<file path="config.mk">
export PLATFORM = sky130hd
export DESIGN_NAME = ctrlRegTop
export DESIGN_NICKNAME = d
export VERILOG_FILES = /design/src/common/crPkg.sv /design/src/common/trapPkg.sv /design/src/crFile/crFile.sv /design/src/rtl/ctrlRegTop.sv /design/src/trap/trapUnit.sv
export SDC_FILE = /design/constraint.sdc
export NUM_CORES = 2
export LEC_CHECK = 0
export ABC_AREA = 1
export BUFFER_PORTS_ARGS = -buffer_cell sky130_fd_sc_hd__buf_2
export CORE_MARGIN = 5
export CORE_UTILIZATION = 49
export DETAILED_ROUTE_END_ITERATION = 8
export PLACE_DENSITY_LB_ADDON = 0.15
export SYNTH_ARGS = -nofsm -noshare
export SYNTH_HDL_FRONTEND = slang
export SYNTH_HIERARCHICAL = 1
export SYNTH_SLANG_ARGS = --single-unit
export TNS_END_PERCENT = 30
</file>
<file path="constraint.sdc">
create_clock -name clock -period 8.7 [get_ports clock]
set_input_delay 0.87 -clock clock [delete_from_list [all_inputs] [get_ports clock]]
set_output_delay 0.87 -clock clock [all_outputs]
set_load 0.02 [all_outputs]
</file>
<file path="src/common/crPkg.sv">
package crPkg;

	// Control register IDs as seen on the read and write-back buses
	typedef enum logic [4:0]
	{
		crSr	= 5'h00,
		crExsr	= 5'h01,
		crPc	= 5'h02,
		crLr	= 5'h03,
		crVbr	= 5'h04,
		crSpc	= 5'h05,
		crSsp	= 5'h06,
		crGbr	= 5'h07,
		crTbr	= 5'h08,
		crTea	= 5'h09,
		crTtb	= 5'h0A,
		crMmcr	= 5'h0B,
		crSttb	= 5'h0C,
		crKrr	= 5'h0D,
		crImm	= 5'h1E,	// Immediate slot, reads zero
		crZzr	= 5'h1F		// Zero register
	} crId_t;

	localparam int addrWidth = 48;	// Virtual address width
	localparam int wordWidth = 64;

	// Supervisor mode only
	localparam logic [wordWidth-1:0] srResetValue = 64'h0000_0000_4000_0000;

	typedef struct packed
	{
		logic [31:0]	reservedHi;
		logic			reserved31;
		logic			supervisor;			// Bit 30
		logic			blockInterrupts;	// Bit 29
		logic [24:0]	reservedMid;
		logic [2:0]		reservedLo;
		logic			flagT;				// Bit 0
	} srFields_t;

	// Same SR word, raw for storage and by field for mode changes
	typedef union packed
	{
		logic [wordWidth-1:0]	raw;
		srFields_t				fields;
	} srWord_t;

endpackage

</file>
<file path="src/common/trapPkg.sv">
package trapPkg;

	// Cause codes, also the vector slot index
	typedef enum logic [3:0]
	{
		causeReset		= 4'h0,
		causeFault		= 4'h1,
		causeSyscall	= 4'h2,
		causeInterrupt	= 4'h3
	} trapCause_t;

	// Each vector slot is 16 bytes
	localparam int vectorShift = 4;

	// Byte offset of a cause's slot from VBR
	function automatic logic [vectorShift+3:0] vectorOffset
	(
		input trapCause_t cause
	);
		return {cause, {vectorShift{1'b0}}};
	endfunction

endpackage

</file>
<file path="src/crFile/crFile.sv">
`timescale 1ns/1ps

module crFile
(
	input	logic							clock,
	input	logic							reset,
	input	logic							hold,

	input	crPkg::crId_t					readId,
	output	logic [crPkg::wordWidth-1:0]	readVal,

	input	crPkg::crId_t					ex1Id,
	input	logic [crPkg::wordWidth-1:0]	ex1Val,
	input	crPkg::crId_t					ex2Id,
	input	logic [crPkg::wordWidth-1:0]	ex2Val,

	input	logic [crPkg::addrWidth-1:0]	nextPc,
	input	logic [crPkg::addrWidth-1:0]	nextLr,
	input	logic [crPkg::addrWidth-1:0]	nextSpc,
	input	logic [crPkg::addrWidth-1:0]	nextTea,
	input	logic [crPkg::wordWidth-1:0]	nextSr,
	input	logic [crPkg::wordWidth-1:0]	nextExsr,

	output	logic [crPkg::addrWidth-1:0]	pc,
	output	logic [crPkg::addrWidth-1:0]	lr,
	output	logic [crPkg::addrWidth-1:0]	spc,
	output	logic [crPkg::addrWidth-1:0]	vbr,
	output	logic [crPkg::addrWidth-1:0]	tea,
	output	logic [crPkg::wordWidth-1:0]	sr,
	output	logic [crPkg::wordWidth-1:0]	exsr
);

	import crPkg::*;

	srWord_t				srReg;
	logic [wordWidth-1:0]	exsrReg;
	logic [wordWidth-1:0]	mmcrReg;
	logic [wordWidth-1:0]	krrReg;

	logic [addrWidth-1:0]	pcReg;
	logic [addrWidth-1:0]	lrReg;
	logic [addrWidth-1:0]	vbrReg;
	logic [addrWidth-1:0]	spcReg;
	logic [addrWidth-1:0]	sspReg;
	logic [addrWidth-1:0]	gbrReg;
	logic [addrWidth-1:0]	tbrReg;
	logic [addrWidth-1:0]	teaReg;
	logic [addrWidth-1:0]	ttbReg;
	logic [addrWidth-1:0]	sttbReg;

	logic [addrWidth-1:0]	ex2Addr;	// Write-back value cut to address width
	logic [wordWidth-1:0]	storedVal;

	assign ex2Addr = ex2Val[addrWidth-1:0];

	assign pc	= pcReg;
	assign lr	= lrReg;
	assign spc	= spcReg;
	assign vbr	= vbrReg;
	assign tea	= teaReg;
	assign sr	= srReg.raw;
	assign exsr	= exsrReg;

	always_comb
	begin
		case (readId)
			crSr:		storedVal = srReg.raw;
			crExsr:		storedVal = exsrReg;
			crPc:		storedVal = wordWidth'(pcReg);	// Zero-extended
			crLr:		storedVal = wordWidth'(lrReg);
			crVbr:		storedVal = wordWidth'(vbrReg);
			crSpc:		storedVal = wordWidth'(spcReg);
			crSsp:		storedVal = wordWidth'(sspReg);
			crGbr:		storedVal = wordWidth'(gbrReg);
			crTbr:		storedVal = wordWidth'(tbrReg);
			crTea:		storedVal = wordWidth'(teaReg);
			crTtb:		storedVal = wordWidth'(ttbReg);
			crMmcr:		storedVal = mmcrReg;
			crSttb:		storedVal = wordWidth'(sttbReg);
			crKrr:		storedVal = krrReg;
			default:	storedVal = '0;	// Also crImm and crZzr
		endcase

		// Forward in-flight results, EX1 is younger so it wins
		readVal = storedVal;
		if (readId != crImm && readId != crZzr)
		begin
			if (readId == ex2Id)
				readVal = ex2Val;
			if (readId == ex1Id)
				readVal = ex1Val;
		end
	end

	// Registers with a defined reset state
	always_ff @(posedge clock)
	begin
		if (reset)
		begin
			pcReg		<= '0;
			lrReg		<= '0;
			vbrReg		<= '0;
			gbrReg		<= '0;
			tbrReg		<= '0;
			mmcrReg		<= '0;
			krrReg		<= '0;
			srReg.raw	<= srResetValue;
		end
		else if (!hold)
		begin
			pcReg		<= nextPc;	// No write-back path to PC
			lrReg		<= (ex2Id == crLr) ? ex2Addr : nextLr;
			srReg.raw	<= (ex2Id == crSr) ? ex2Val : nextSr;
			vbrReg		<= (ex2Id == crVbr) ? ex2Addr : vbrReg;
			gbrReg		<= (ex2Id == crGbr) ? ex2Addr : gbrReg;
			tbrReg		<= (ex2Id == crTbr) ? ex2Addr : tbrReg;
			mmcrReg		<= (ex2Id == crMmcr) ? ex2Val : mmcrReg;
			krrReg		<= (ex2Id == crKrr) ? ex2Val : krrReg;
		end
	end

	// Undefined until software or a trap writes them
	always_ff @(posedge clock)
	begin
		if (!hold)
		begin
			exsrReg	<= (ex2Id == crExsr) ? ex2Val : nextExsr;
			spcReg	<= (ex2Id == crSpc) ? ex2Addr : nextSpc;
			teaReg	<= (ex2Id == crTea) ? ex2Addr : nextTea;
			sspReg	<= (ex2Id == crSsp) ? ex2Addr : sspReg;
			ttbReg	<= (ex2Id == crTtb) ? ex2Addr : ttbReg;
			sttbReg	<= (ex2Id == crSttb) ? ex2Addr : sttbReg;
		end
	end

	// A held cycle must not move PC, even with a trap pending upstream
	holdFreezes: assert property (@(posedge clock) disable iff (reset)
		hold |=> (pcReg == $past(pcReg)) && (vbrReg == $past(vbrReg)))
		else $error("PC or VBR changed across a held cycle");

	readIdKnown: assert property (@(posedge clock) !reset |-> !$isunknown(readId))
		else $error("Read ID is unknown");

endmodule

</file>
<file path="src/rtl/ctrlRegTop.sv">
`timescale 1ns/1ps

module ctrlRegTop
(
	input	logic							clock,
	input	logic							reset,
	input	logic							hold,

	input	logic [crPkg::addrWidth-1:0]	pcNext,
	input	logic [crPkg::addrWidth-1:0]	lrNext,

	input	logic							trapReq,
	input	trapPkg::trapCause_t			trapCause,
	input	logic [crPkg::addrWidth-1:0]	trapAddr,
	input	logic							rteReq,

	input	crPkg::crId_t					readId,
	output	logic [crPkg::wordWidth-1:0]	readVal,

	input	crPkg::crId_t					ex1Id,
	input	logic [crPkg::wordWidth-1:0]	ex1Val,
	input	crPkg::crId_t					ex2Id,
	input	logic [crPkg::wordWidth-1:0]	ex2Val,

	output	logic [crPkg::addrWidth-1:0]	pc,
	output	logic [crPkg::wordWidth-1:0]	sr,
	output	logic [crPkg::addrWidth-1:0]	vbr
);

	import crPkg::*;

	logic [addrWidth-1:0]	spc;
	logic [addrWidth-1:0]	tea;
	logic [wordWidth-1:0]	exsr;

	// Trap sequencer results headed for the register file
	logic [addrWidth-1:0]	nextPc;
	logic [addrWidth-1:0]	nextSpc;
	logic [addrWidth-1:0]	nextTea;
	logic [wordWidth-1:0]	nextSr;
	logic [wordWidth-1:0]	nextExsr;

	trapUnit trapUnit_i
	(
		.pcNext(pcNext), .trapAddr(trapAddr), .pc(pc), .spc(spc), .tea(tea), .vbr(vbr),
		.sr(sr), .exsr(exsr), .trapReq(trapReq), .rteReq(rteReq), .trapCause(trapCause),
		.nextPc(nextPc), .nextSpc(nextSpc), .nextTea(nextTea),
		.nextSr(nextSr), .nextExsr(nextExsr)
	);

	crFile crFile_i
	(
		.clock(clock), .reset(reset), .hold(hold),
		.readId(readId), .readVal(readVal),
		.ex1Id(ex1Id), .ex1Val(ex1Val), .ex2Id(ex2Id), .ex2Val(ex2Val),
		.nextPc(nextPc), .nextLr(lrNext), .nextSpc(nextSpc), .nextTea(nextTea),
		.nextSr(nextSr), .nextExsr(nextExsr),
		.pc(pc), .lr(), .spc(spc), .vbr(vbr), .tea(tea), .sr(sr), .exsr(exsr)
	);

endmodule

</file>
<file path="src/trap/trapUnit.sv">
`timescale 1ns/1ps

module trapUnit
(
	input	logic [crPkg::addrWidth-1:0]	pcNext,
	input	logic [crPkg::addrWidth-1:0]	trapAddr,
	input	logic [crPkg::addrWidth-1:0]	pc,
	input	logic [crPkg::addrWidth-1:0]	spc,
	input	logic [crPkg::addrWidth-1:0]	tea,
	input	logic [crPkg::addrWidth-1:0]	vbr,
	input	logic [crPkg::wordWidth-1:0]	sr,
	input	logic [crPkg::wordWidth-1:0]	exsr,

	input	logic							trapReq,
	input	logic							rteReq,
	input	trapPkg::trapCause_t			trapCause,

	output	logic [crPkg::addrWidth-1:0]	nextPc,
	output	logic [crPkg::addrWidth-1:0]	nextSpc,
	output	logic [crPkg::addrWidth-1:0]	nextTea,
	output	logic [crPkg::wordWidth-1:0]	nextSr,
	output	logic [crPkg::wordWidth-1:0]	nextExsr
);

	import crPkg::*;
	import trapPkg::*;

	srWord_t				trapSr;		// SR as it looks after trap entry
	logic [addrWidth-1:0]	vectorPc;

	// Enter supervisor mode with interrupts blocked
	always_comb
	begin
		trapSr.raw = sr;
		trapSr.fields.supervisor = 1'b1;
		trapSr.fields.blockInterrupts = 1'b1;
	end

	assign vectorPc = vbr + addrWidth'(vectorOffset(trapCause));

	always_comb
	begin
		// Default is the plain sequential flow
		nextPc		= pcNext;
		nextSr		= sr;
		nextExsr	= exsr;
		nextSpc		= spc;
		nextTea		= tea;

		if (trapReq)
		begin
			nextPc		= vectorPc;
			nextSr		= trapSr.raw;
			nextExsr	= sr;		// Save state for the return
			nextSpc		= pc;
			nextTea		= trapAddr;
		end
		else if (rteReq)
		begin
			nextPc	= spc;
			nextSr	= exsr;
		end
	end

	// The pipeline never issues a trap and a return in the same cycle
	always_comb
	begin
		trapRteExclusive: assert #0 (!(trapReq === 1'b1 && rteReq === 1'b1))
			else $error("trapReq and rteReq both high");
	end

endmodule

</file>
==> flow_summary.yaml <==
run_status:
  status: "finished, final reports clean"
timing:
  worstMarginPinSlew_ps: 1320
  finalCritPeriodShare_pct: 65.3
  rsz0062_at_grt: "false"
  fmax_mhz: 176
  hold_ws_ps: 444
  hold_viol: 0
  drv_slew: 0
  fin_skew_ps: 27.1
  setup_viol: 0
  relSlewSlack_pct: 11.8
  finalWorstSetupSlack_ps: 3020
  min_period_ps: 5680
  fin_setup_tns_ps: 0
finish:
  final_nets: 6744
  multi_input_area_um2: 19100
  layout-drive-gt1-share_pct: 11.9
  final_util_pct: 56.4
  syn2layout_area_growth_pct: 14.1
  regArea_um2: 17800
  fillerInstances: 8323
setup_path:
  path_max_fanout: 42
  worstPathArrival_ps: 4810
  worstPathCellList: "buf_2, nor2_4, nand2_2, nor2_4, buf_4, nand2_1, nand2_1, inv_1, nand2_1, nor2_1, nand2_1, nand2_1, nand2_1, buf_2"
  worst-path-buf-inv: 4
  start_kind: "input port"
  crit_family: "simple AND/OR/NAND/NOR gates"
  end_kind: "primary output"
  max_stage_delay_ps: 960
  worst_ep_required_time_ps: 7830
  cpMostUsedCell: "nand2_1"
  slowest_stage: "nor2_4"
  path_class: "in -> out"
cts:
  cts_buffer_depth: 3
  tritoncts: "yes"
  cts_num_sinks: 736
  cts_resized: 0
  clock_latency_ps: 650
  holdBufCountCts: 0
  htreeDepth: 3
  cts_setup_buffers: 0
  root_buffer: "clkbuf_16"
  cts_buffers: 84
  cts.clk_slew.worst_paths_ps: 50
global_routing:
  globalRouteMet3Util_pct: 11.1
  grt_max_degree: 207
  grt_overflow: 0
  grt_pass1_vias: 38965
  grt_busiest_layer: "met2"
  met2_usage_pct: 55.7
  grtUsageMet1_pct: 54.3
  grt_pass1_wl_um: 261000
  grt_usage_pct: 38.3
  antenna_found_initial: 21
floorplan:
  initial_core_util_pct: 49.4
  io_pins: 520
  die_h_um: 300
  rows: 106
  dieArea_um2: 90300
  core-area_um2: 83700
  fp.dieW_um: 300
worst_hold_path:
  min_path_type: "reg -> reg"
synthesis:
  syn_avg_cell_area_um2: 6.67
  synth_area_um2: 41300
  ys_warn_count: 6
  ys_types: 38
  ys_seq_elements: 736
  syn_inst: 6201
  syn-num-nets: 6502
  ys_seq_area_share_pct: 43.0
pwr:
  pwr-share-comb_pct: 12.7
  p_leak_nw: 21.9
  seqPwrFrac_pct: 44.3
  p_sw_share_pct: 28.2
  p_int_w: 0.00629
  peakVddDrop_mv: 0.160
  p_clk_share_pct: 43.0
  p_per_area_nw_per_um2: 186
  p_sw_w: 0.00248
place:
  gp_congestion: 0.961
  pre_cts_ws_ps: 3200
  dp_hpwl_um: 117000
  port_buffers: 519
flow_run:
  drv_cap: 0
detailed_routing:
  first_pass_iters: 7
  avgViaCountPerCell: 5.79
  first_iter_violations: 6748
  drtAntennaViolNets: 0
  wire_per_inst_um: 23.8
  drc: 0
  routed_wl_um: 182000
  dr_total_vias: 44364
[cell usage after synthesis]
cell       number  area, um^2
nand2_1      1815        6810
o21ai_0       948        4740
inv_1         760        2850
nor2_1        566        2120
dfxtp_1       432        8650
a21oi_1       324        1620
nand3_1       312        1560
edfxtp_1      304        9130
clkbuf_1      248         931
nand4_1       155         970
buf_2         133         666
o21ai_1        60         300
buf_1          26        97.6
nor2_2         20         125
nor3_1         14        70.1
buf_4          12        90.1
xnor2_1        11        96.3
nor2_4          9         101
inv_2           8        30.0
nand2_2         8        50.1
xor2_1          5        43.8
ha_1            4        50.1
o22ai_1         4        25.0
a21boi_0        3        22.5
nand3_2         3        30.0
nand3b_1        2        15.0
o2111ai_1       2        17.5
o2bb2ai_1       2        17.5
or2_2           2        12.5
a21o_1          1        7.51
a21oi_4         1        16.3
a31oi_1         1        6.26
clkinv_1        1        3.75
fa_1            1        20.0
nor3b_1         1        7.51
o21ai_2         1        8.76
o21bai_1        1        7.51
xnor2_2         1        16.3
[metrics by stage]
step                      instances  instance area, um^2  power (W)
after floorplan                6201                41300    0.00454
after global placement         7491                44300    0.00501
after detailed placement       7491                44300    0.00502
after CTS                      7648                47200    0.00873
after global routing           7651                47200    0.00902
final                          7662                47200    0.00877
[power groups by stage]
stage                     registers, W  clock network, W  logic, W
after global placement         0.00395                 0   0.00106
after CTS                      0.00387           0.00378   0.00108
final                          0.00388           0.00377   0.00112
after global routing           0.00389           0.00393   0.00120
after floorplan                0.00395                 0  0.000591
after detailed placement       0.00395                 0   0.00107
[worst reg2reg max path: stages, from the launching register on]
cell	delay [ps]
dfxtp_1	690
inv_1	140
fa_1	420
inv_1	100
nand3_1	90
nand2_2	190
nand3_1	210
nor2_1	440
nand2_1	100
nand2_1	70
nand2_1	70
nand2_1	60
nand2_1	50
o21ai_0	200
nor2_1	60
[cell type report]
cell class	count	area share (%)
Antenna cell	14	0.0742
Clock buffer	121	5.23
Clock inverter	36	0.915
Inverter	769	6.16
Multi-Input combinational cell	4277	40.5
Sequential cell	736	37.7
Tap cell	1134	3.01
Timing Repair Buffer	575	6.47
[per-layer routing]
metal,vias to the layer above,routed length (um)
li1,20396,-
met3,378,26800
met1,20600,72700
met2,2974,75500
met5,-,100
met4,16,7140
[worst paths after layout]
kind,start,end,slack (ps),cells after the start
max,readId[1],readVal[23],3020,14
min reg2reg,crFile_i/gbrReg[2],crFile_i/gbrReg[2],440,2
min,crFile_i/gbrReg[2],crFile_i/gbrReg[2],440,2
max reg2reg,crFile_i/vbr[5],crFile_i/pc[34],5670,14
[cell usage in the layout, fill, tap and decap left out, types with 13 or more instances in the layout]
master / Yosys / final
clkbuf_8: 0 / 14
inv_1: 760 / 758
clkbuf_1: 248 / 19
diode_2: 0 / 14
edfxtp_1: 304 / 304
nor2_1: 566 / 563
buf_2: 133 / 515
clkinv_2: 0 / 16
clkbuf_16: 0 / 88
o21ai_0: 948 / 948
nand2_1: 1815 / 1810
nand3_1: 312 / 306
nor2_4: 9 / 23
dfxtp_1: 432 / 432
buf_4: 12 / 57
nand4_1: 155 / 155
o21ai_1: 60 / 60
a21oi_1: 324 / 324
nor3_1: 14 / 13
[registers in the layout, summed over array words and instances, names as in the netlist]
name,count
crFile_i/exsr,64
crFile_i/krrReg,64
crFile_i/mmcrReg,64
crFile_i/sr,64
crFile_i/gbrReg,48
crFile_i/lr,48
crFile_i/pc,48
crFile_i/spc,48
crFile_i/sspReg,48
crFile_i/sttbReg,48
crFile_i/tbrReg,48
crFile_i/tea,48
crFile_i/ttbReg,48
crFile_i/vbr,48
[kinds of logic after synthesis]
family | share of synthesized area (%)
DFF | 43.0
and+or+nand+nor | 28.7
adders and majority gates | 0.169
buffers and inverters | 11.3
AOI/OAI and AO/OA | 16.4
xor gates and xnor gates | 0.378
(Power assumes the default switching activity.)
